<file path="src/memBusPkg.sv">
package memBusPkg;

    // byte address into the RAM
    localparam int addrWidth = 17;

    // word carried on the Wishbone side
    localparam int dataWidth = 32;

    // the RAM itself is one byte wide
    localparam int byteWidth = 8;

    // one select bit per byte lane
    localparam int selWidth = dataWidth / byteWidth;

    localparam int ramDepth = 1 << addrWidth;

endpackage
</file>
<file path="src/fetchPort.sv">
`timescale 1ns/1ps

module fetchPort (
    input  logic                              clk,
    input  logic                              rst,

    input  logic                              fetchReq,
    input  logic [memBusPkg::addrWidth-1:0]   fetchAddr,
    output logic                              fetchDone,
    output logic [memBusPkg::dataWidth-1:0]   fetchInst,

    output logic                              fetchCyc,
    output logic                              fetchStb,
    output logic [memBusPkg::addrWidth-1:0]   fetchAdr,
    input  logic                              fetchAck,
    input  logic [memBusPkg::dataWidth-1:0]   fetchDatR
);

    // stb always travels with cyc for a classic single read
    assign fetchStb = fetchCyc;

    always_ff @(posedge clk) begin
        if (rst) begin
            fetchCyc  <= 1'b0;
            fetchDone <= 1'b0;
        end else begin
            fetchDone <= 1'b0;
            if (fetchCyc) begin
                if (fetchAck) begin
                    fetchCyc  <= 1'b0;
                    fetchDone <= 1'b1;
                end
            end else if (fetchReq && !fetchDone) begin
                fetchCyc <= 1'b1;
            end
        end
    end

    // address and instruction word are payload only
    always_ff @(posedge clk) begin
        if (!fetchCyc && !fetchDone && fetchReq) begin
            // instructions are always word aligned
            fetchAdr <= {fetchAddr[memBusPkg::addrWidth-1:2], 2'b00};
        end
        if (fetchCyc && fetchAck) begin
            fetchInst <= fetchDatR;
        end
    end

endmodule

</file>
<file path="config.mk">
export PLATFORM = sky130hd
export DESIGN_NAME = fetchPort
export DESIGN_NICKNAME = d
export VERILOG_FILES = /design/src/memBusPkg.sv /design/src/fetchPort.sv
export SDC_FILE = /design/constraint.sdc
export NUM_CORES = 1
export LEC_CHECK = 0
export BUFFER_PORTS_ARGS = -buffer_cell sky130_fd_sc_hd__buf_2
export CAP_MARGIN = 20
export CORE_ASPECT_RATIO = 1.25
export CORE_MARGIN = 3
export CORE_UTILIZATION = 40
export CTS_CLUSTER_SIZE = 12
export DETAILED_ROUTE_END_ITERATION = 10
export PLACE_DENSITY = 0.84
export SLEW_MARGIN = 5
export SYNTH_ARGS = -nofsm -noshare
export SYNTH_HDL_FRONTEND = slang
export SYNTH_SLANG_ARGS = --single-unit
</file>
<file path="constraint.sdc">
create_clock -name clk -period 2 [get_ports clk]
set_clock_uncertainty 0.1 [all_clocks]
set_input_delay 0.1 -clock clk [delete_from_list [all_inputs] [get_ports clk]]
set_output_delay 0.1 -clock clk [all_outputs]
set_load 0.1 [all_outputs]
</file>
==> results.ini <==
[die]
die_area_mm2=0.00458
die_h_um=74.9
start_util_pct=42.5
pin_count=105
row_count=24
die_x_um=61.1
core_area_mm2=0.00357

[detailed_routing]
routed_wl_mm=4.25
ant_nets=0
route.vias.total=1141
wl_per_cell_um=16.8
drcViolationCount=0
viasPerCell=4.51
drt_iter0_drc=35
drtPass1Iterations=4

[clock_network]
insertion_delay_ns=0.28
clock_sinks=49
cts_tree=yes
post_cts_buffers=0
cts_resized=0
cts_buffers=5
clk_pin_slew_ns=0.09
cts_max_path_buffers=2
htreeDepth=2
root_buffer=clkbuf_8

[power_and_ir_drop]
p_per_area_mw_per_mm2=862
total_power_w=0.00228
p_leak_nw=1.13
worst_ir_drop_vdd_mv=0.478

[worst_setup_path]
crit_path_end_kind=output port
cp_slowest_cell=buf_2
worstPathRequired_ns=1.80
cp_max_fo=1
worst-path-buf-inv=1
worstSetupPathType=reg2out
start_kind=register
critPathMaxStageDelay_ns=0.44
path_delay_family=buffers and inverters
crit_path_cell_trace=buf_2
crit_arrival_ns=1.11

[timing]
max_freq_ghz=0.763
holdWs_ns=0.0317
fin_tns_setup_ns=0
rsz0062_at_grt=false
period_needed_ns=1.31
setup_violations=0
slew_viol_final=0
finalHoldViolCount=0
period_share_pct=65.5

[grt]
grt_max_degree=24
grt_remaining_overflow=0
grt_pass1_vias=1206
grt_usage_pct=19.3
antenna_found_initial=0
grt_pass1_wl_mm=6.05

[yosys]
syn-cell-area_mm2=0.00152
async_flop_share_pct=0
netlist_top_cells_area=edfxtp_1 (93%), dfxtp_1 (2.6%), buf_4 (1.5%), nor2b_1 (0.82%), nor3b_2 (0.82%)
synth_top_area_share_pct=92.9
synth_seq_cells=49
ys_warn_count=0
synthFlopType=edfxtp_1
synth-edff-count=47
synth_top_area_cell=edfxtp_1
syn_avg_cell_area_um2=26.2
synth_seq_area_share_pct=95.6
synth_common_cells=edfxtp_1 (47), buf_4 (3), dfxtp_1 (2), nor2b_1 (2)
synthCells=58
synthMostInstantiatedCell=edfxtp_1
synth.distinct_cells=8

[cells_and_area]
drive_above_1_share_pct=52.3
antenna_cells=0
nFillCells=211
final_cells=253
nNetsFinal=266
syn_to_final_growth_pct=74.3

[place]
place_inst=197
dp_hpwl_mm=2.48
port_buffers=100
place.gp.congestion=0.684

[status]
status=complete, no violations

[job]
max-cap-violations=0

[worst_hold_path]
min_path_type=in2reg

## cells by family after synthesis
| kind of cell | count (synthesis) | share of synthesized area, % |
|---|---|---|
| other | 1 | 0.247 |
| DFF | 49 | 95.6 |
| buffers and inverters | 3 | 1.48 |
| AOI/OAI and AO/OA | 1 | 0.659 |
| and+or+nand+nor | 4 | 2.06 |
## layout by cell type (no fill, tap or decap), drive strengths merged
cell type    count
and2             1
dlygate4sd3     48
o21ba            1
nor2b            2
buf            102
clkinvlp         2
edfxtp          47
clkbuf           6
dfxtp            2
nor3b            1
conb             2
## power by group
part	internal (W)	switching (W)	leakage [nW]
Sequential	0.00118	0.0000130	0.453
Combinational	0.000133	0.000402	0.640
Clock	0.000246	0.000310	0.0374
## per-stage QoR
stage                     util [%]  setup WS (ns)  instance area [um^2]
after floorplan                  -         0.0336                  1530
after global placement        58.2          0.735                  2080
after detailed placement      58.2          0.698                  2080
after CTS                     74.1          0.691                  2650
after global routing          74.1          0.646                  2650
final                         74.1          0.690                  2650
## registers in the layout (all words and copies together), names as in the netlist
name	count
fetchInst	32
fetchAdr	15
fetchDone	1
fetchCyc	1
## cell type report
class	instances	area (um^2)	share of cell area (%)
Tap cell	39	48.8	1.84
Clock inverter	2	15.0	0.567
Timing Repair Buffer	150	1010	38.1
Clock buffer	6	72.6	2.74
Multi-Input combinational cell	7	50.0	1.89
Sequential cell	49	1450	54.9
## metal layers
| metal | vias up | global-route usage [%] | part of all wire (%) | routed length (um) |
|---|---|---|---|---|
| met5 | - | 0 | 0 | 0 |
| met4 | 0 | 8.19 | 2.0 | 85 |
| met3 | 8 | 6.35 | 10 | 435 |
| met2 | 73 | 35.1 | 53 | 2250 |
| met1 | 533 | 19.7 | 35 | 1480 |
| li1 | 527 | - | - | - |
## final timing paths
kind,from,endpoint,slack (ns),depth (start not counted)
setup / recovery,fetchAdr[10],fetchAdr[10],0.69,1
hold / removal,fetchAck,fetchCyc,0.03,3
setup reg to reg,fetchCyc,fetchInst[3],0.70,2
hold reg to reg,fetchDone,fetchCyc,0.50,2
## repair_timing
item,CTS,global route
hold buffers,48,0
endpoints found under the setup margin,0,0
endpoints found under the hold margin,49,0
Power figures use the tool's default switching activity.
