<file path="config.mk">
export PLATFORM = sky130hd
export DESIGN_NAME = dataPort
export DESIGN_NICKNAME = d
export VERILOG_FILES = /design/src/accessPkg.sv /design/src/memBusPkg.sv /design/src/dataPort.sv
export SDC_FILE = /design/constraint.sdc
export NUM_CORES = 1
export LEC_CHECK = 0
export CELL_PAD_IN_SITES_DETAIL_PLACEMENT = 1
export CELL_PAD_IN_SITES_GLOBAL_PLACEMENT = 1
export CORE_MARGIN = 2
export CORE_UTILIZATION = 40
export CTS_BUF_LIST = sky130_fd_sc_hd__clkbuf_8
export DETAILED_ROUTE_END_ITERATION = 6
export DONT_BUFFER_PORTS = 1
export GPL_TIMING_DRIVEN = 1
export PLACE_DENSITY_LB_ADDON = 0.1
export SLEW_MARGIN = 15
export SYNTH_ARGS = -nofsm -noshare
export SYNTH_HDL_FRONTEND = slang
export SYNTH_SLANG_ARGS = --single-unit
</file>
<file path="constraint.sdc">
create_clock -name clk -period 7.65 [get_ports clk]
set_input_delay 0.765 -clock clk [delete_from_list [all_inputs] [get_ports clk]]
set_output_delay 0.765 -clock clk [all_outputs]
set_load 0.01 [all_outputs]
</file>
<file path="src/accessPkg.sv">
package accessPkg;

    // length of a load or store
    typedef enum logic [1:0] {
        lenByte = 2'd0,
        lenHalf = 2'd1,
        lenWord = 2'd2
    } accessLen;

    // current owner of the shared bus
    typedef enum logic {
        reqFetch = 1'b0,
        reqData  = 1'b1
    } requester;

endpackage

</file>
<file path="src/memBusPkg.sv">
package memBusPkg;

    // byte address into the RAM
    localparam int addrWidth = 17;

    // word carried on the Wishbone side
    localparam int dataWidth = 32;

    // the RAM itself is one byte wide
    localparam int byteWidth = 8;

    // one select bit per byte lane
    localparam int selWidth = dataWidth / byteWidth;

    localparam int ramDepth = 1 << addrWidth;

endpackage
</file>
<file path="src/dataPort.sv">
`timescale 1ns/1ps

module dataPort (
    input  logic                              clk,
    input  logic                              rst,

    input  logic                              dataReq,
    input  logic                              dataWrite,
    input  accessPkg::accessLen               dataLen,
    input  logic [memBusPkg::addrWidth-1:0]   dataAddr,
    input  logic [memBusPkg::dataWidth-1:0]   dataWdata,
    output logic                              dataDone,
    output logic [memBusPkg::dataWidth-1:0]   dataRdata,

    output logic                              dataCyc,
    output logic                              dataStb,
    output logic                              dataWe,
    output logic [memBusPkg::selWidth-1:0]    dataSel,
    output logic [memBusPkg::addrWidth-1:0]   dataAdr,
    output logic [memBusPkg::dataWidth-1:0]   dataDatW,
    input  logic                              dataAck,
    input  logic [memBusPkg::dataWidth-1:0]   dataDatR
);

    localparam int padHalf = memBusPkg::dataWidth - 2 * memBusPkg::byteWidth;
    localparam int padByte = memBusPkg::dataWidth - memBusPkg::byteWidth;

    accessPkg::accessLen lenQ;
    logic                startReq;

    assign startReq = dataReq && !dataCyc && !dataDone;
    assign dataStb  = dataCyc;

    always_ff @(posedge clk) begin
        if (rst) begin
            dataCyc  <= 1'b0;
            dataDone <= 1'b0;
        end else begin
            dataDone <= 1'b0;
            if (dataCyc) begin
                if (dataAck) begin
                    dataCyc  <= 1'b0;
                    dataDone <= 1'b1;
                end
            end else if (startReq) begin
                dataCyc <= 1'b1;
            end
        end
    end

    always_ff @(posedge clk) begin
        if (startReq) begin
            dataAdr  <= dataAddr;
            dataWe   <= dataWrite;
            dataDatW <= dataWdata;
            lenQ     <= dataLen;
            case (dataLen)
                accessPkg::lenByte: dataSel <= 4'b0001;
                accessPkg::lenHalf: dataSel <= 4'b0011;
                default:            dataSel <= 4'b1111;
            endcase
        end
        // stores leave the last load result alone
        if (dataCyc && dataAck && !dataWe) begin
            case (lenQ)
                accessPkg::lenByte:
                    dataRdata <= {{padByte{1'b0}}, dataDatR[memBusPkg::byteWidth-1:0]};
                accessPkg::lenHalf:
                    dataRdata <= {{padHalf{1'b0}}, dataDatR[2*memBusPkg::byteWidth-1:0]};
                default:
                    dataRdata <= dataDatR;
            endcase
        end
    end

endmodule

</file>
==> flow_summary_export.csv <==
group,metric,value,unit
pwr,power_density,293,nW/um^2
worst_setup_path,critPathCaptureType,"output pin",
sta,finalHoldViolCount,0,
worst_setup_path,path_depth,0,
drt,vias_per_cell,4.71,
floorplanning,core,6870,sq um
yosys,synth_nets,214,
drt,first_pass_iters,2,
placement,portBuffers,0,
min_path,worstHoldPathType,"primary input to flop",
cells_and_area,area_delta_synth_final,11.6,%
floorplanning,rows,30,
drt,drc,0,
yosys,synth_seq_cells,88,
cells_and_area,regArea,2620,sq um
sta,slew_viol_final,0,
cells_and_area,fin_nets,222,
yosys,yosys_warnings,0,
clock_network,clockBufferDepth,2,
cells_and_area,layout_commonest_cell,"edfxtp_1",
global_routing,grt_max_degree,56,
drt,routed_wl,4780,microns
worst_setup_path,critPathRequiredTime,6.88,ns
sta,rsz0062_at_grt,"no",
drt,vias,1106,
sta,slew_headroom,56.1,%
cells_and_area,drive_gt1_share,16.5,%
worst_setup_path,crit_type,"flop to output pin",
worst_setup_path,crit_path_max_fanout,5,
placement,dp_cells,219,
worst_setup_path,arrival,0.88,ns
cells_and_area,mostFrequentLayoutCells,"edfxtp_1, and2_1, nor2b_1, clkbuf_8, clkinvlp_4",
global_routing,grt_first_pass_wirelength,6520,microns
worst_setup_path,r2r_cells,2,
worst_setup_path,worstSetupStartpointType,"flop",
pwr,p_leak,1.03,nW
drt,drt_iter0_drc,42,
drt,ant_nets,0,
cells_and_area,fin_area,3190,sq um
sta,timing.fmax,607,MHz
clock_network,cts-buffers-inserted,9,
yosys,syn_avg_cell_area,22.7,sq um
status,outcome,"finished clean",
floorplanning,ioPinCount,177,
clock_network,cts.sinks,88,
floorplanning,die_y,88.6,microns
global_routing,track_usage,12.2,%
yosys,synth_cells,126,
sta,period_minus_slack,1.65,ns
cells_and_area,nFillCells,622,
drt,wire_per_inst,20.3,microns
sta,setup_tns,0,ns
clock_network,cts_tree,"done",
clock_network,clock_latency,0.33,ns
yosys,ys_seq_area_share,91.7,%
sta,setup_viol,0,
yosys,synth_area,2860,sq um
clock_network,clk_pin_slew,0.08,ns
cells_and_area,instances_no_fill,235,
global_routing,gr-total-overflow,0,
sta,skew,0.00629,ns
placement,placed_area,2970,sq um
clock_network,cts_hold_buffers,0,
placement,place.gp.congestion,0.680,
clock_network,cts_setup_buffers,0,
pwr,ir_drop,127,uV
floorplanning,dieArea,7840,sq um
job,maxCapViolCount,0,
clock_network,cts_resized,0,
sta,tightest_slew,0.659,ns
sta,timing.final.crit_share,21.5,%
min_path,holdPathStages,1,
global_routing,grt_pass1_vias,1147,
yosys,synth.distinct_cells,14,
clock_network,cts_root_buf,"clkbuf_8",
cells_and_area,multiInputGateArea,215,sq um
floorplanning,start_util,41.6,%
floorplanning,fp.dieW,88.6,microns
clock_network,cts_max_level,3,
global_routing,antenna_found_initial,0,
cells_and_area,diodes,0,
## synthesized netlist by cell type (all sizes together)
cell type  number  area, sq um
or2             1         6.26
nor3b           1         12.5
o21ba           1         10.0
conb            1         3.75
buf             4         27.5
nand2           1         3.75
and2           16          100
dfxtp           2         40.0
clkbuf          1         3.75
nor2b           9         56.3
edfxtp         86         2580
nor2            3         13.8
## where the power goes
group	leakage (nW)	total (mW)	internal, mW	switching, mW
logic	0.0966	0.0197	0.00603	0.0136
registers	0.827	0.582	0.559	0.0228
clock network	0.101	0.335	0.184	0.151
total	1.03	0.937	0.749	0.188
## registers in the layout (all words and copies together), names as in the netlist
register / flops
lenQ: 2
dataDatW: 32
dataAdr: 17
dataRdata: 32
dataWe: 1
dataCyc: 1
dataSel: 2
dataDone: 1
## kinds of logic after synthesis
family	after synthesis	synth area share, %
AOI/OAI and AO/OA	1	0.350
DFF	88	91.7
other	1	0.131
buffers and inverters	5	1.09
and+or+nand+nor	31	6.74
## stage by stage
step | utilization (%) | hold slack (ns) | setup WS (ns) | power (mW)
after floorplan | - | 0.526 | 4.30 | 0.606
after global placement | 43.3 | 0.617 | 5.81 | 0.613
after detailed placement | 43.3 | 0.641 | 5.76 | 0.614
after CTS | 46.5 | 0.463 | 5.97 | 0.952
after global routing | 46.5 | 0.461 | 5.93 | 0.973
final | 46.5 | 0.487 | 6.00 | 0.937
## routing by layer
layer,vias to the layer above,routed length (microns),GRT usage (%)
li1,478,-,-
met4,0,101,7.44
met5,-,0,0
met1,512,1510,10.5
met3,9,757,9.51
met2,107,2410,19.6
## cell type report
class                      instances  share of cell area (%)
clock inverter                     7                    3.02
timing repair buffer               2                   0.470
clock buffer                       9                    3.88
tap                               96                    3.76
sequential                        88                    82.1
multi-input combinational         33                    6.74
## worst paths after layout
check,start,end,slack [ns]
worst max-delay path,dataCyc,dataStb,6.00
worst min-delay path,rst,dataDone,0.49
worst max register to register,dataCyc,dataAdr[9],6.04
worst min register to register,lenQ[0],dataRdata[13],0.65
No activity file was read; power rests on OpenSTA's default activity.
