--- config.mk ---
export PLATFORM = sky130hd
export DESIGN_NAME = busArbiter
export DESIGN_NICKNAME = d
export VERILOG_FILES = /design/src/accessPkg.sv /design/src/memBusPkg.sv /design/src/busArbiter.sv
export SDC_FILE = /design/constraint.sdc
export NUM_CORES = 1
export LEC_CHECK = 0
export BUFFER_PORTS_ARGS = -buffer_cell sky130_fd_sc_hd__buf_4
export CAP_MARGIN = 40
export CORE_AREA = 4 4 89 91
export DETAILED_ROUTE_END_ITERATION = 6
export DIE_AREA = 0 0 93 95
export GPL_TIMING_DRIVEN = 0
export PLACE_DENSITY = 0.6
export SETUP_SLACK_MARGIN = 0.4
export SYNTH_ARGS = -nofsm -noshare
export SYNTH_HDL_FRONTEND = slang
export SYNTH_SLANG_ARGS = --single-unit
--- constraint.sdc ---
create_clock -name clk -period 2.6 [get_ports clk]
set_input_delay 0.52 -clock clk [delete_from_list [all_inputs] [get_ports clk]]
set_output_delay 0.52 -clock clk [all_outputs]
set_load 0.005 [all_outputs]
--- src/accessPkg.sv ---
package accessPkg;

    // length of a load or store
    typedef enum logic [1:0] {
        lenByte = 2'd0,
        lenHalf = 2'd1,
        lenWord = 2'd2
    } accessLen;

    // current owner of the shared bus
    typedef enum logic {
        reqFetch = 1'b0,
        reqData  = 1'b1
    } requester;

endpackage

--- src/memBusPkg.sv ---
package memBusPkg;

    // byte address into the RAM
    localparam int addrWidth = 17;

    // word carried on the Wishbone side
    localparam int dataWidth = 32;

    // the RAM itself is one byte wide
    localparam int byteWidth = 8;

    // one select bit per byte lane
    localparam int selWidth = dataWidth / byteWidth;

    localparam int ramDepth = 1 << addrWidth;

endpackage
--- src/busArbiter.sv ---
`timescale 1ns/1ps

module busArbiter (
    input  logic                              clk,
    input  logic                              rst,
    input  logic                              ioFull,

    input  logic                              fetchCyc,
    input  logic                              fetchStb,
    input  logic [memBusPkg::addrWidth-1:0]   fetchAdr,
    output logic                              fetchAck,
    output logic [memBusPkg::dataWidth-1:0]   fetchDatR,

    input  logic                              dataCyc,
    input  logic                              dataStb,
    input  logic                              dataWe,
    input  logic [memBusPkg::selWidth-1:0]    dataSel,
    input  logic [memBusPkg::addrWidth-1:0]   dataAdr,
    input  logic [memBusPkg::dataWidth-1:0]   dataDatW,
    output logic                              dataAck,
    output logic [memBusPkg::dataWidth-1:0]   dataDatR,

    output logic                              memCyc,
    output logic                              memStb,
    output logic                              memWe,
    output logic [memBusPkg::selWidth-1:0]    memSel,
    output logic [memBusPkg::addrWidth-1:0]   memAdr,
    output logic [memBusPkg::dataWidth-1:0]   memDatW,
    input  logic                              memAck,
    input  logic [memBusPkg::dataWidth-1:0]   memDatR
);

    accessPkg::requester owner;
    logic                busy;
    logic                dataOwns;

    assign dataOwns = (owner == accessPkg::reqData);

    always_ff @(posedge clk) begin
        if (rst) begin
            busy  <= 1'b0;
            owner <= accessPkg::reqFetch;
        end else if (busy) begin
            if (memAck) begin
                busy <= 1'b0;
            end
        end else if (!ioFull && (dataCyc || fetchCyc)) begin
            // data side has priority
            busy  <= 1'b1;
            owner <= dataCyc ? accessPkg::reqData : accessPkg::reqFetch;
        end
    end

    assign memCyc  = busy && (dataOwns ? dataCyc : fetchCyc);
    assign memStb  = busy && (dataOwns ? dataStb : fetchStb);
    assign memAdr  = dataOwns ? dataAdr : fetchAdr;

    // fetches are always full word reads
    assign memWe   = dataOwns && dataWe;
    assign memSel  = dataOwns ? dataSel : {memBusPkg::selWidth{1'b1}};
    assign memDatW = dataOwns ? dataDatW : '0;

    assign fetchAck  = busy && !dataOwns && memAck;
    assign dataAck   = busy && dataOwns && memAck;
    assign fetchDatR = dataOwns ? '0 : memDatR;
    assign dataDatR  = dataOwns ? memDatR : '0;

endmodule

==> results by group <==
Logic synthesis
  • Mapped Cells: ~150
  • Ys Warns: 0
  • Post-Syn Area: between 0.001 and 0.0015 mm²
  • Yosys reg bits: 2
  • Post-Syn Nets: 258
  • Syn avg cell area: between 6 and 7 µm²
  • Synth cell types: 16
  • Sequential cell area fraction in the yosys report: between 3 and 4%

Pwr
  • Final Power: 0.5981 mW
  • Switch share: 28.76%
  • Sequential Power Share: slightly above 6%
  • Switching power: about 0.17 mW
  • Clk pwr share: between 20% and 30%
  • Comb pwr share: approximately 74%
  • Internal power: approximately 0.43 mW
  • Power density of the placed cells: roughly 200 mW/mm²
  • VDD IR-drop max: around 0.17 mV
  • Leakage: roughly 1.6 nW

Clocking
  • Clock Latency Late Sink: 0.21 ns
  • CTS tree: done
  • Root buffer cell: clkbuf_8
  • CTS H-tree lvls: 1
  • PostCTS Resize Cnt: 0
  • Setup Fix Bufs, Post-CTS: 0
  • Maximum clock path buffer count: 2
  • Hold-fix buffer count after cts: 0
  • CTS clock-pin slew for the worst setup and hold paths: roughly 0.030 ns
  • CTS Buf Count: 3
  • Clk sink count: 2

Layout
  • Multi-input combinational cell area: just over 900 µm²
  • Layout area overhead: 187.9%
  • Layout Nets: 495
  • Final Cell Area: 0.002922 mm²
  • Reg area: 40.04 µm²
  • Layout cell share with drive strength beyond 1: ~69%
  • Fill count: between 700 and 800
  • N_diodes: 0

Placement
  • Placer congestion estimate: about 0.76
  • Dpl cell area: about 0.0029 mm²
  • IO Port Bufs: 232
  • Dpl hpwl: 5.630 mm

Critical path
  • FF-to-FF path depth: 3
  • Worst R2R Start: dataOwns
  • Reg-to-reg endpoint: dataOwns
  • Worst EP arrival: between 1 and 1.5 ns
  • CP Launch Type: flop
  • Worst-path maximum fanout: 10
  • Worst path required time: between 2 and 2.5 ns
  • Worst setup EP type: output pin
  • FF-to-FF setup slack: between 1.5 and 2 ns
  • Setup CP Type: flop to output pin

Hold path
  • Hold path cells: 2
  • Hold Path End: dataOwns
  • Hold Crit Start: rst
  • Hold Crit Class: input port to flop

STA
  • RSZ-0062 raised after global routing: false
  • Post-Route Skew: ~0.0015 ns
  • Peak Freq: around 0.5 GHz
  • Tcrit/Tclk final: approximately 75%
  • Setup violators final: 0
  • Final Max Tran Viols: 0
  • Setup TNS: 0 ns
  • Actual slew at the worst max-slew pin: around 0.47 ns
  • Tmin final: between 1.5 and 2 ns
  • Worst hold slack: ~0.48 ns
  • Worst slew margin: about 68%
  • Hold Violations, Final: 0

Die
  • Boundary Pins: between 200 and 250
  • Die Y: approximately 95 µm
  • Site Rows: 31
  • Die W: 93 µm
  • Core ar.: roughly 0.007 mm²
  • Initial core utilization: 14.22%
  • Overall die area: a little under 0.009 mm²

Detailed routing
  • Remaining DRCs: 0
  • WL final: 6.322 mm
  • Drt via density: ~3.7
  • Initial drt markers: 32
  • Pre-Repair DR Iteration Count: 4
  • Final ANT Viol Nets: 0
  • Drt wl/cell: 13.14 µm
  • Via Count: around 1800

Global route
  • GRT Overall Usage: 11.88%
  • Number of global-route vias before repair: 1690
  • First-pass GRT wire length: around 8.6 mm
  • GR Overflow Total: 0
  • Initial antenna violation count: 0
  • Largest net degree at the start of global routing: 11

Run status
  • Status: complete, no violations

Run
  • Max Cap Viol: 0
## area by class of cell
| cell class | instances | area share [%] |
|---|---|---|
| Multi-Input combinational cell | 132 | 31.09 |
| Clock buffer | 3 | 1.413 |
| Sequential cell | 2 | 1.370 |
| Buffer | 13 | 2.270 |
| Tap cell | 99 | 4.240 |
| Timing Repair Buffer | 232 | 59.61 |
## power groups by stage
stage / sequential (mW) / clock (mW) / combinational [mW]
2_1_floorplan: 0.0356 / 0 / 0.137
3_3_place_gp: 0.0372 / 0 / 0.445
3_5_place_dp: 0.0374 / 0 / 0.448
4_1_cts: 0.0370 / 0.124 / 0.449
5_1_grt: 0.0377 / 0.128 / 0.479
6_report: 0.0366 / 0.119 / 0.442
## metal layers
layer	up-vias	wire, µm	part of all wire (%)	global-route usage (%)
li1	924	-	-	-
met1	757	2360	37	13.66
met2	85	3508	55	23.34
met3	0	453	7.2	1.912
met4	0	0	0	1.709
met5	-	0	0	0
## through the flow
stage               setup slack, ns  cells  util (%)
global placement             0.8603    478     40.36
global route                 0.5399    481     40.94
detailed placement           0.8421    478     40.36
floorplan                     1.147    147         -
CTS                          0.6109    481     40.94
finish                       0.6575    481     40.94
## critical path, cell delays in order (launching register included)
cell	delay, ns
dfxtp_1	0.43
buf_2	0.29
mux2_2	0.36
buf_4	0.14
## cells in the mapped netlist
| cell type | count | area, µm² |
|---|---|---|
| and2_1 | 65 | 406.6 |
| nor2b_1 | 34 | 212.7 |
| mux2_2 | 17 | 191.4 |
| buf_2 | 5 | 25.02 |
| nand2b_1 | 5 | 31.28 |
| clkbuf_1 | 3 | 11.26 |
| clkbuf_2 | 3 | 15.01 |
| a21oi_1 | 2 | 10.01 |
| buf_4 | 2 | 15.01 |
| dfxtp_1 | 2 | 40.04 |
| mux2i_1 | 2 | 20.02 |
| nand2_1 | 2 | 7.510 |
| nor2_1 | 2 | 7.510 |
| a21bo_1 | 1 | 10.01 |
| and3_1 | 1 | 6.260 |
| o21ai_0 | 1 | 5.000 |
## registers in the layout, indices dropped and copies added (netlist names)
name / flops
dataOwns: 1
busy: 1
## kinds of logic (layout without fill, tap and decap cells)
family                 Yosys count  after routing  synth area share [%]
multiplexers                    19             19                 20.84
flip-flops                       2              2                 3.946
buffers and inverters           13            248                 6.534
AND/OR/NAND/NOR                109            109                 66.22
AO/OA/AOI/OAI                    4              4                 2.466
## how the worst max path moves through the flow
stage / cells past startpoint / endpoint / startpoint / slack (ns)
global placement: 3 / memAdr[15] / dataOwns / 0.86
detailed placement: 3 / memAdr[12] / dataOwns / 0.84
CTS: 3 / memAdr[12] / dataOwns / 0.61
floorplan: 2 / memAdr[10] / dataOwns / 1.15
global route: 3 / memAdr[13] / dataOwns / 0.54
finish: 3 / memAdr[15] / dataOwns / 0.66
## cell usage in the layout (no fill, tap or decap)
master,synthesis,routed
a21oi_1,2,2
buf_4,2,234
clkbuf_8,0,3
and3_1,1,1
buf_2,5,5
and2_1,65,65
nor2_1,2,2
clkbuf_2,3,3
nor2b_1,34,34
mux2_2,17,17
mux2i_1,2,2
clkbuf_1,3,3
o21ai_0,1,1
a21bo_1,1,1
nand2_1,2,2
nand2b_1,5,5
dfxtp_1,2,2
(Power assumes the default switching activity.)
