===== config.mk =====
export PLATFORM = sky130hd
export DESIGN_NAME = byteSequencer
export DESIGN_NICKNAME = d
export VERILOG_FILES = /design/src/memBusPkg.sv /design/src/byteSequencer.sv
export SDC_FILE = /design/constraint.sdc
export NUM_CORES = 1
export LEC_CHECK = 0
export ABC_AREA = 1
export BUFFER_PORTS_ARGS = -buffer_cell sky130_fd_sc_hd__buf_2
export CAP_MARGIN = 25
export CORE_ASPECT_RATIO = 0.8
export CORE_MARGIN = 2
export CORE_UTILIZATION = 45
export CTS_BUF_LIST = sky130_fd_sc_hd__clkbuf_8
export DETAILED_ROUTE_END_ITERATION = 12
export PLACE_DENSITY = 0.82
export SYNTH_ARGS = -nofsm -noshare
export SYNTH_HDL_FRONTEND = slang
export SYNTH_SLANG_ARGS = --single-unit

===== constraint.sdc =====
create_clock -name clk -period 2.3 [get_ports clk]
set_input_delay 0.115 -clock clk [delete_from_list [all_inputs] [get_ports clk]]
set_output_delay 0.115 -clock clk [all_outputs]
set_load 0.03 [all_outputs]

===== src/memBusPkg.sv =====
package memBusPkg;

    // byte address into the RAM
    localparam int addrWidth = 17;

    // word carried on the Wishbone side
    localparam int dataWidth = 32;

    // the RAM itself is one byte wide
    localparam int byteWidth = 8;

    // one select bit per byte lane
    localparam int selWidth = dataWidth / byteWidth;

    localparam int ramDepth = 1 << addrWidth;

endpackage

===== src/byteSequencer.sv =====
`timescale 1ns/1ps

module byteSequencer (
    input  logic                              clk,
    input  logic                              rst,

    input  logic                              memCyc,
    input  logic                              memStb,
    input  logic                              memWe,
    input  logic [memBusPkg::selWidth-1:0]    memSel,
    input  logic [memBusPkg::addrWidth-1:0]   memAdr,
    input  logic [memBusPkg::dataWidth-1:0]   memDatW,
    output logic                              memAck,
    output logic [memBusPkg::dataWidth-1:0]   memDatR,

    output logic                              ramEn,
    output logic                              ramWe,
    output logic [memBusPkg::addrWidth-1:0]   ramAddr,
    output logic [memBusPkg::byteWidth-1:0]   ramWdata,
    input  logic [memBusPkg::byteWidth-1:0]   ramRdata
);

    typedef enum logic [1:0] {
        stIdle,
        stAccess,
        stDrain,
        stAck
    } seqState;

    typedef logic [$clog2(memBusPkg::selWidth)-1:0] byteIdx;

    seqState                         state;
    logic [memBusPkg::selWidth-1:0]  pending;
    logic [memBusPkg::selWidth-1:0]  pendingNext;
    byteIdx                          curIdx;
    byteIdx                          rdIdx;
    logic                            rdCapture;

    function automatic byteIdx lowestSet(input logic [memBusPkg::selWidth-1:0] mask);
        byteIdx idx;
        idx = '0;
        for (int i = memBusPkg::selWidth - 1; i >= 0; i--) begin
            if (mask[i]) begin
                idx = byteIdx'(i);
            end
        end
        return idx;
    endfunction

    // one byte lane per cycle, lowest select first
    assign curIdx      = lowestSet(pending);
    assign pendingNext = pending & ~(memBusPkg::selWidth'(1) << curIdx);

    assign memAck   = (state == stAck);
    assign ramEn    = (state == stAccess);
    assign ramWe    = (state == stAccess) && memWe;
    assign ramAddr  = memAdr + memBusPkg::addrWidth'(curIdx);
    assign ramWdata = memDatW[curIdx * memBusPkg::byteWidth +: memBusPkg::byteWidth];

    always_ff @(posedge clk) begin
        if (rst) begin
            state     <= stIdle;
            pending   <= '0;
            rdCapture <= 1'b0;
        end else begin
            rdCapture <= (state == stAccess) && !memWe;
            case (state)
                stIdle: begin
                    if (memCyc && memStb) begin
                        pending <= memSel;
                        // an empty select mask just acks
                        state   <= (memSel == '0) ? stAck : stAccess;
                    end
                end
                stAccess: begin
                    pending <= pendingNext;
                    if (pendingNext == '0) begin
                        state <= memWe ? stAck : stDrain;
                    end
                end
                stDrain: begin
                    state <= stAck;
                end
                default: begin
                    state <= stIdle;
                end
            endcase
        end
    end

    // read byte returns one cycle after its access
    always_ff @(posedge clk) begin
        if (state == stAccess) begin
            rdIdx <= curIdx;
        end
    end

    always_ff @(posedge clk) begin
        if (state == stIdle && memCyc && memStb) begin
            // unselected lanes read as zero
            memDatR <= '0;
        end else if (rdCapture) begin
            memDatR[rdIdx * memBusPkg::byteWidth +: memBusPkg::byteWidth] <= ramRdata;
        end
    end

endmodule


==> run_results.csv <==
group,metric,value,unit
run,cap_violations,0,
critical_path,rrSetupSlack,490,ps
critical_path,r2r-end,"pending[3]",
logic_synthesis,seq_area_frac_synth,33.6,%
logic_synthesis,syn_nets,447,
routing,firstDrtPassIters,4,
routing,routedWlPerCell,12.0,µm
critical_path,cp_data_arrival_time,2070,ps
global_routing,grt_pass1_vias,2611,
critical_path,worstSetupEndpointType,"primary output",
routing,wl,6810,µm
logic_synthesis,ys.flop_type,"dfxtp_1",
logic_synthesis,synth_cell_types,30,
pwr,p_per_area,998,nW/µm²
critical_path,startpoint_type,"flop",
hold_path,min_path_type,"input port to flop",
routing,remaining_drc_errors,0,
logic_synthesis,yosys-top-cells-count,"nand2_1, inv_1, a21oi_1",
global_routing,grt_first_pass_wirelength,11200,µm
finish,fillers,483,
finish,multi_input_area,1530,µm²
floorplan,initial_core_util,46.3,%
routing,drt-vias-per-instance,4.99,
logic_synthesis,synth_top_cell_area_share,31.2,%
critical_path,crit_chain,"inv_2 -> a21oi_4 -> nor2_4 -> ha_4 -> fa_2 -> nand3_2 -> inv_4 -> nand3_1 -> xor2_2 -> buf_2",
logic_synthesis,ys_ff_latch,41,
logic_synthesis,synthArstFlopShare,0,%
hold_path,whs_path_depth,2,
sta,fin_ws,113,ps
global_routing,grtUsageTotal,22.4,%
logic_synthesis,yosys_warnings,0,
critical_path,cp_num_buf_inv,3,
logic_synthesis,synth_edf_count,2,
place,pre_cts_slack,98.8,ps
global_routing,grt_max_degree,33,
sta,clock_skew,10.6,ps
global_routing,grt_overflow,0,
sta,finalSetupViolCount,0,
place,gp_congestion,0.905,
critical_path,path_delay_family,"adder cells",
sta,fmax,457,MHz
sta,period_share,95.1,%
pwr,ir_drop,0.772,mV
place,hpwlAfterDp,5380,µm
logic_synthesis,synth_top_area_cell,"dfxtp_1",
run_status,status,"finished, final reports clean",
critical_path,reg2reg_from,"state[1]",
sta,report.final.slew_viol_count,0,
finish,insertedDiodeCount,0,
finish,fin_nets,578,
sta,tightest_slew,449,ps
hold_path,whs_endpoint,"rdCapture",
sta,relSlewSlack,69.8,%
clock_network,clk_pin_slew,80,ps
floorplan,die_area,6180,µm²
routing,vias,2822,
logic_synthesis,netlist_area,2500,µm²
critical_path,r2r.worst_path.cells,7,
floorplan,dieHeight,70.7,µm
routing,detail-route-antenna-nets,0,
logic_synthesis,synthTopCellsByArea,"dfxtp_1, nand2_1, a21oi_1, inv_1, ha_1",
routing,drtIter0Drc,122,
finish,drive_above_1_share,34.9,%
sta,layout_min_cycle_time,2190,ps
floorplan,std_cell_rows,24,
floorplan,core_area,5410,µm²
place,dp_cells,556,
pwr,leakagePower,1.82,nW
clock_network,clk_latency,300,ps
logic_synthesis,postSynthAreaPerCell,6.79,µm²
clock_network,cts.htree.levels,2,
finish,syn2layout_area_growth,38.4,%
clock_network,clockRootBuffer,"clkbuf_8",
floorplan,num_io_pins,126,
finish,final_cells,566,
critical_path,crit_type,"flop to primary output",
critical_path,critical_path_depth,10,
logic_synthesis,yosysMostFrequentCell,"nand2_1",
place,port_buffers,125,
clock_network,cts_sinks,41,
floorplan,die_w,87.4,µm
finish,seqCellArea,846,µm²
clock_network,cts_tree,"done",
critical_path,cpPeakStageDelay,390,ps
sta,finalHoldViolCount,0,
logic_synthesis,syn_inst,369,
critical_path,cp_slowest_cell,"fa_2",
critical_path,critPathMaxFanout,4,
hold_path,min_from,"memWe",
clock_network,cts_buffers,5,
global_routing,antenna_found_initial,0,
critical_path,required,2180,ps
clock_network,clock_path_buffers,2,
==> placed cells by master (no fill, tap or decap), types with 2 or more instances in the layout <==
cell type | synthesis | final
nor2_1 | 21 | 17
nand2_2 | 3 | 4
nand2_1 | 118 | 116
xor2_1 | 13 | 7
inv_1 | 52 | 49
dfxtp_1 | 39 | 35
o21ai_0 | 4 | 4
clkbuf_8 | 1 | 6
nor3_1 | 6 | 6
nand4_1 | 10 | 10
inv_2 | 1 | 3
xor2_2 | 0 | 6
nand2_4 | 1 | 2
nand3_1 | 15 | 13
buf_4 | 1 | 9
nor2_4 | 4 | 5
nor2_2 | 1 | 4
dfxtp_2 | 0 | 4
o211ai_1 | 8 | 8
edfxtp_1 | 2 | 2
a21oi_1 | 45 | 44
ha_1 | 11 | 10
nand3_2 | 1 | 3
buf_2 | 2 | 120
==> report_power, final <==
| part | internal [W] | leakage, nW | switching (W) |
|---|---|---|---|
| Combinational | 0.000610 | 1.43 | 0.00136 |
| Clock | 0.000353 | 0.0574 | 0.000247 |
| Sequential | 0.000815 | 0.336 | 0.0000721 |
| Total | 0.00178 | 1.82 | 0.00168 |
==> how the worst max path moves through the flow <==
stage | from | end | slack (ps)
finish | pending[2] | ramAddr[12] | 110
global route | pending[3] | ramAddr[11] | -20
CTS | pending[2] | ramAddr[10] | 20
detailed placement | pending[2] | ramAddr[14] | 100
global placement | pending[2] | ramAddr[14] | 150
floorplan | pending[2] | ramAddr[14] | 30
==> logic make-up after synthesis <==
group	after synthesis	share of synthesized area, %
simple gates	182	32.7
xor+xnor	14	4.90
fa+ha+maj	12	6.29
buf+inv	60	9.64
compound gates	60	12.9
flops	41	33.6
==> timing repair <==
action                                  4_1_cts  5_1_grt
pin swaps                                     2        1
resized for setup                            12       20
endpoints found under the hold margin         1        0
buffers inserted                              1        0
endpoints found under the setup margin        6       12
hold buffers                                  1        0
==> final cells by class <==
class | count | area share (%)
Multi-Input combinational cell | 268 | 44.1
Inverter | 53 | 5.81
Clock buffer | 6 | 2.38
Timing Repair Buffer | 131 | 19.9
Clock inverter | 2 | 1.08
Tap cell | 65 | 2.35
Sequential cell | 41 | 24.4
==> metrics by stage <==
step | hold WS (ps) | instance area, µm² | power, W | utilization (%) | setup TNS, ps
2_1_floorplan | 184 | 2550 | 0.00233 | - | 0
3_3_place_gp | 307 | 3240 | 0.00276 | 60.0 | 0
3_5_place_dp | 306 | 3240 | 0.00279 | 60.0 | 0
4_1_cts | 14.9 | 3410 | 0.00343 | 63.2 | 0
5_1_grt | 27.0 | 3470 | 0.00372 | 64.1 | -23.5
6_report | 35.8 | 3470 | 0.00346 | 64.1 | 0
==> flip-flops by register name (all words and copies together), names as in the netlist <==
signal / flops
memDatR: 32
pending: 4
rdCapture: 1
rdIdx: 2
state: 2
==> metal layers <==
layer  vias to the layer above  share of wire [%]  track usage (%)
met5                         -                  0                0
met4                         0               0.95             5.81
met3                         8                7.3             7.12
met2                        94                 46             38.0
met1                      1287                 45             27.6
li1                       1433                  -                -
No activity file was read; power rests on OpenSTA's default activity.
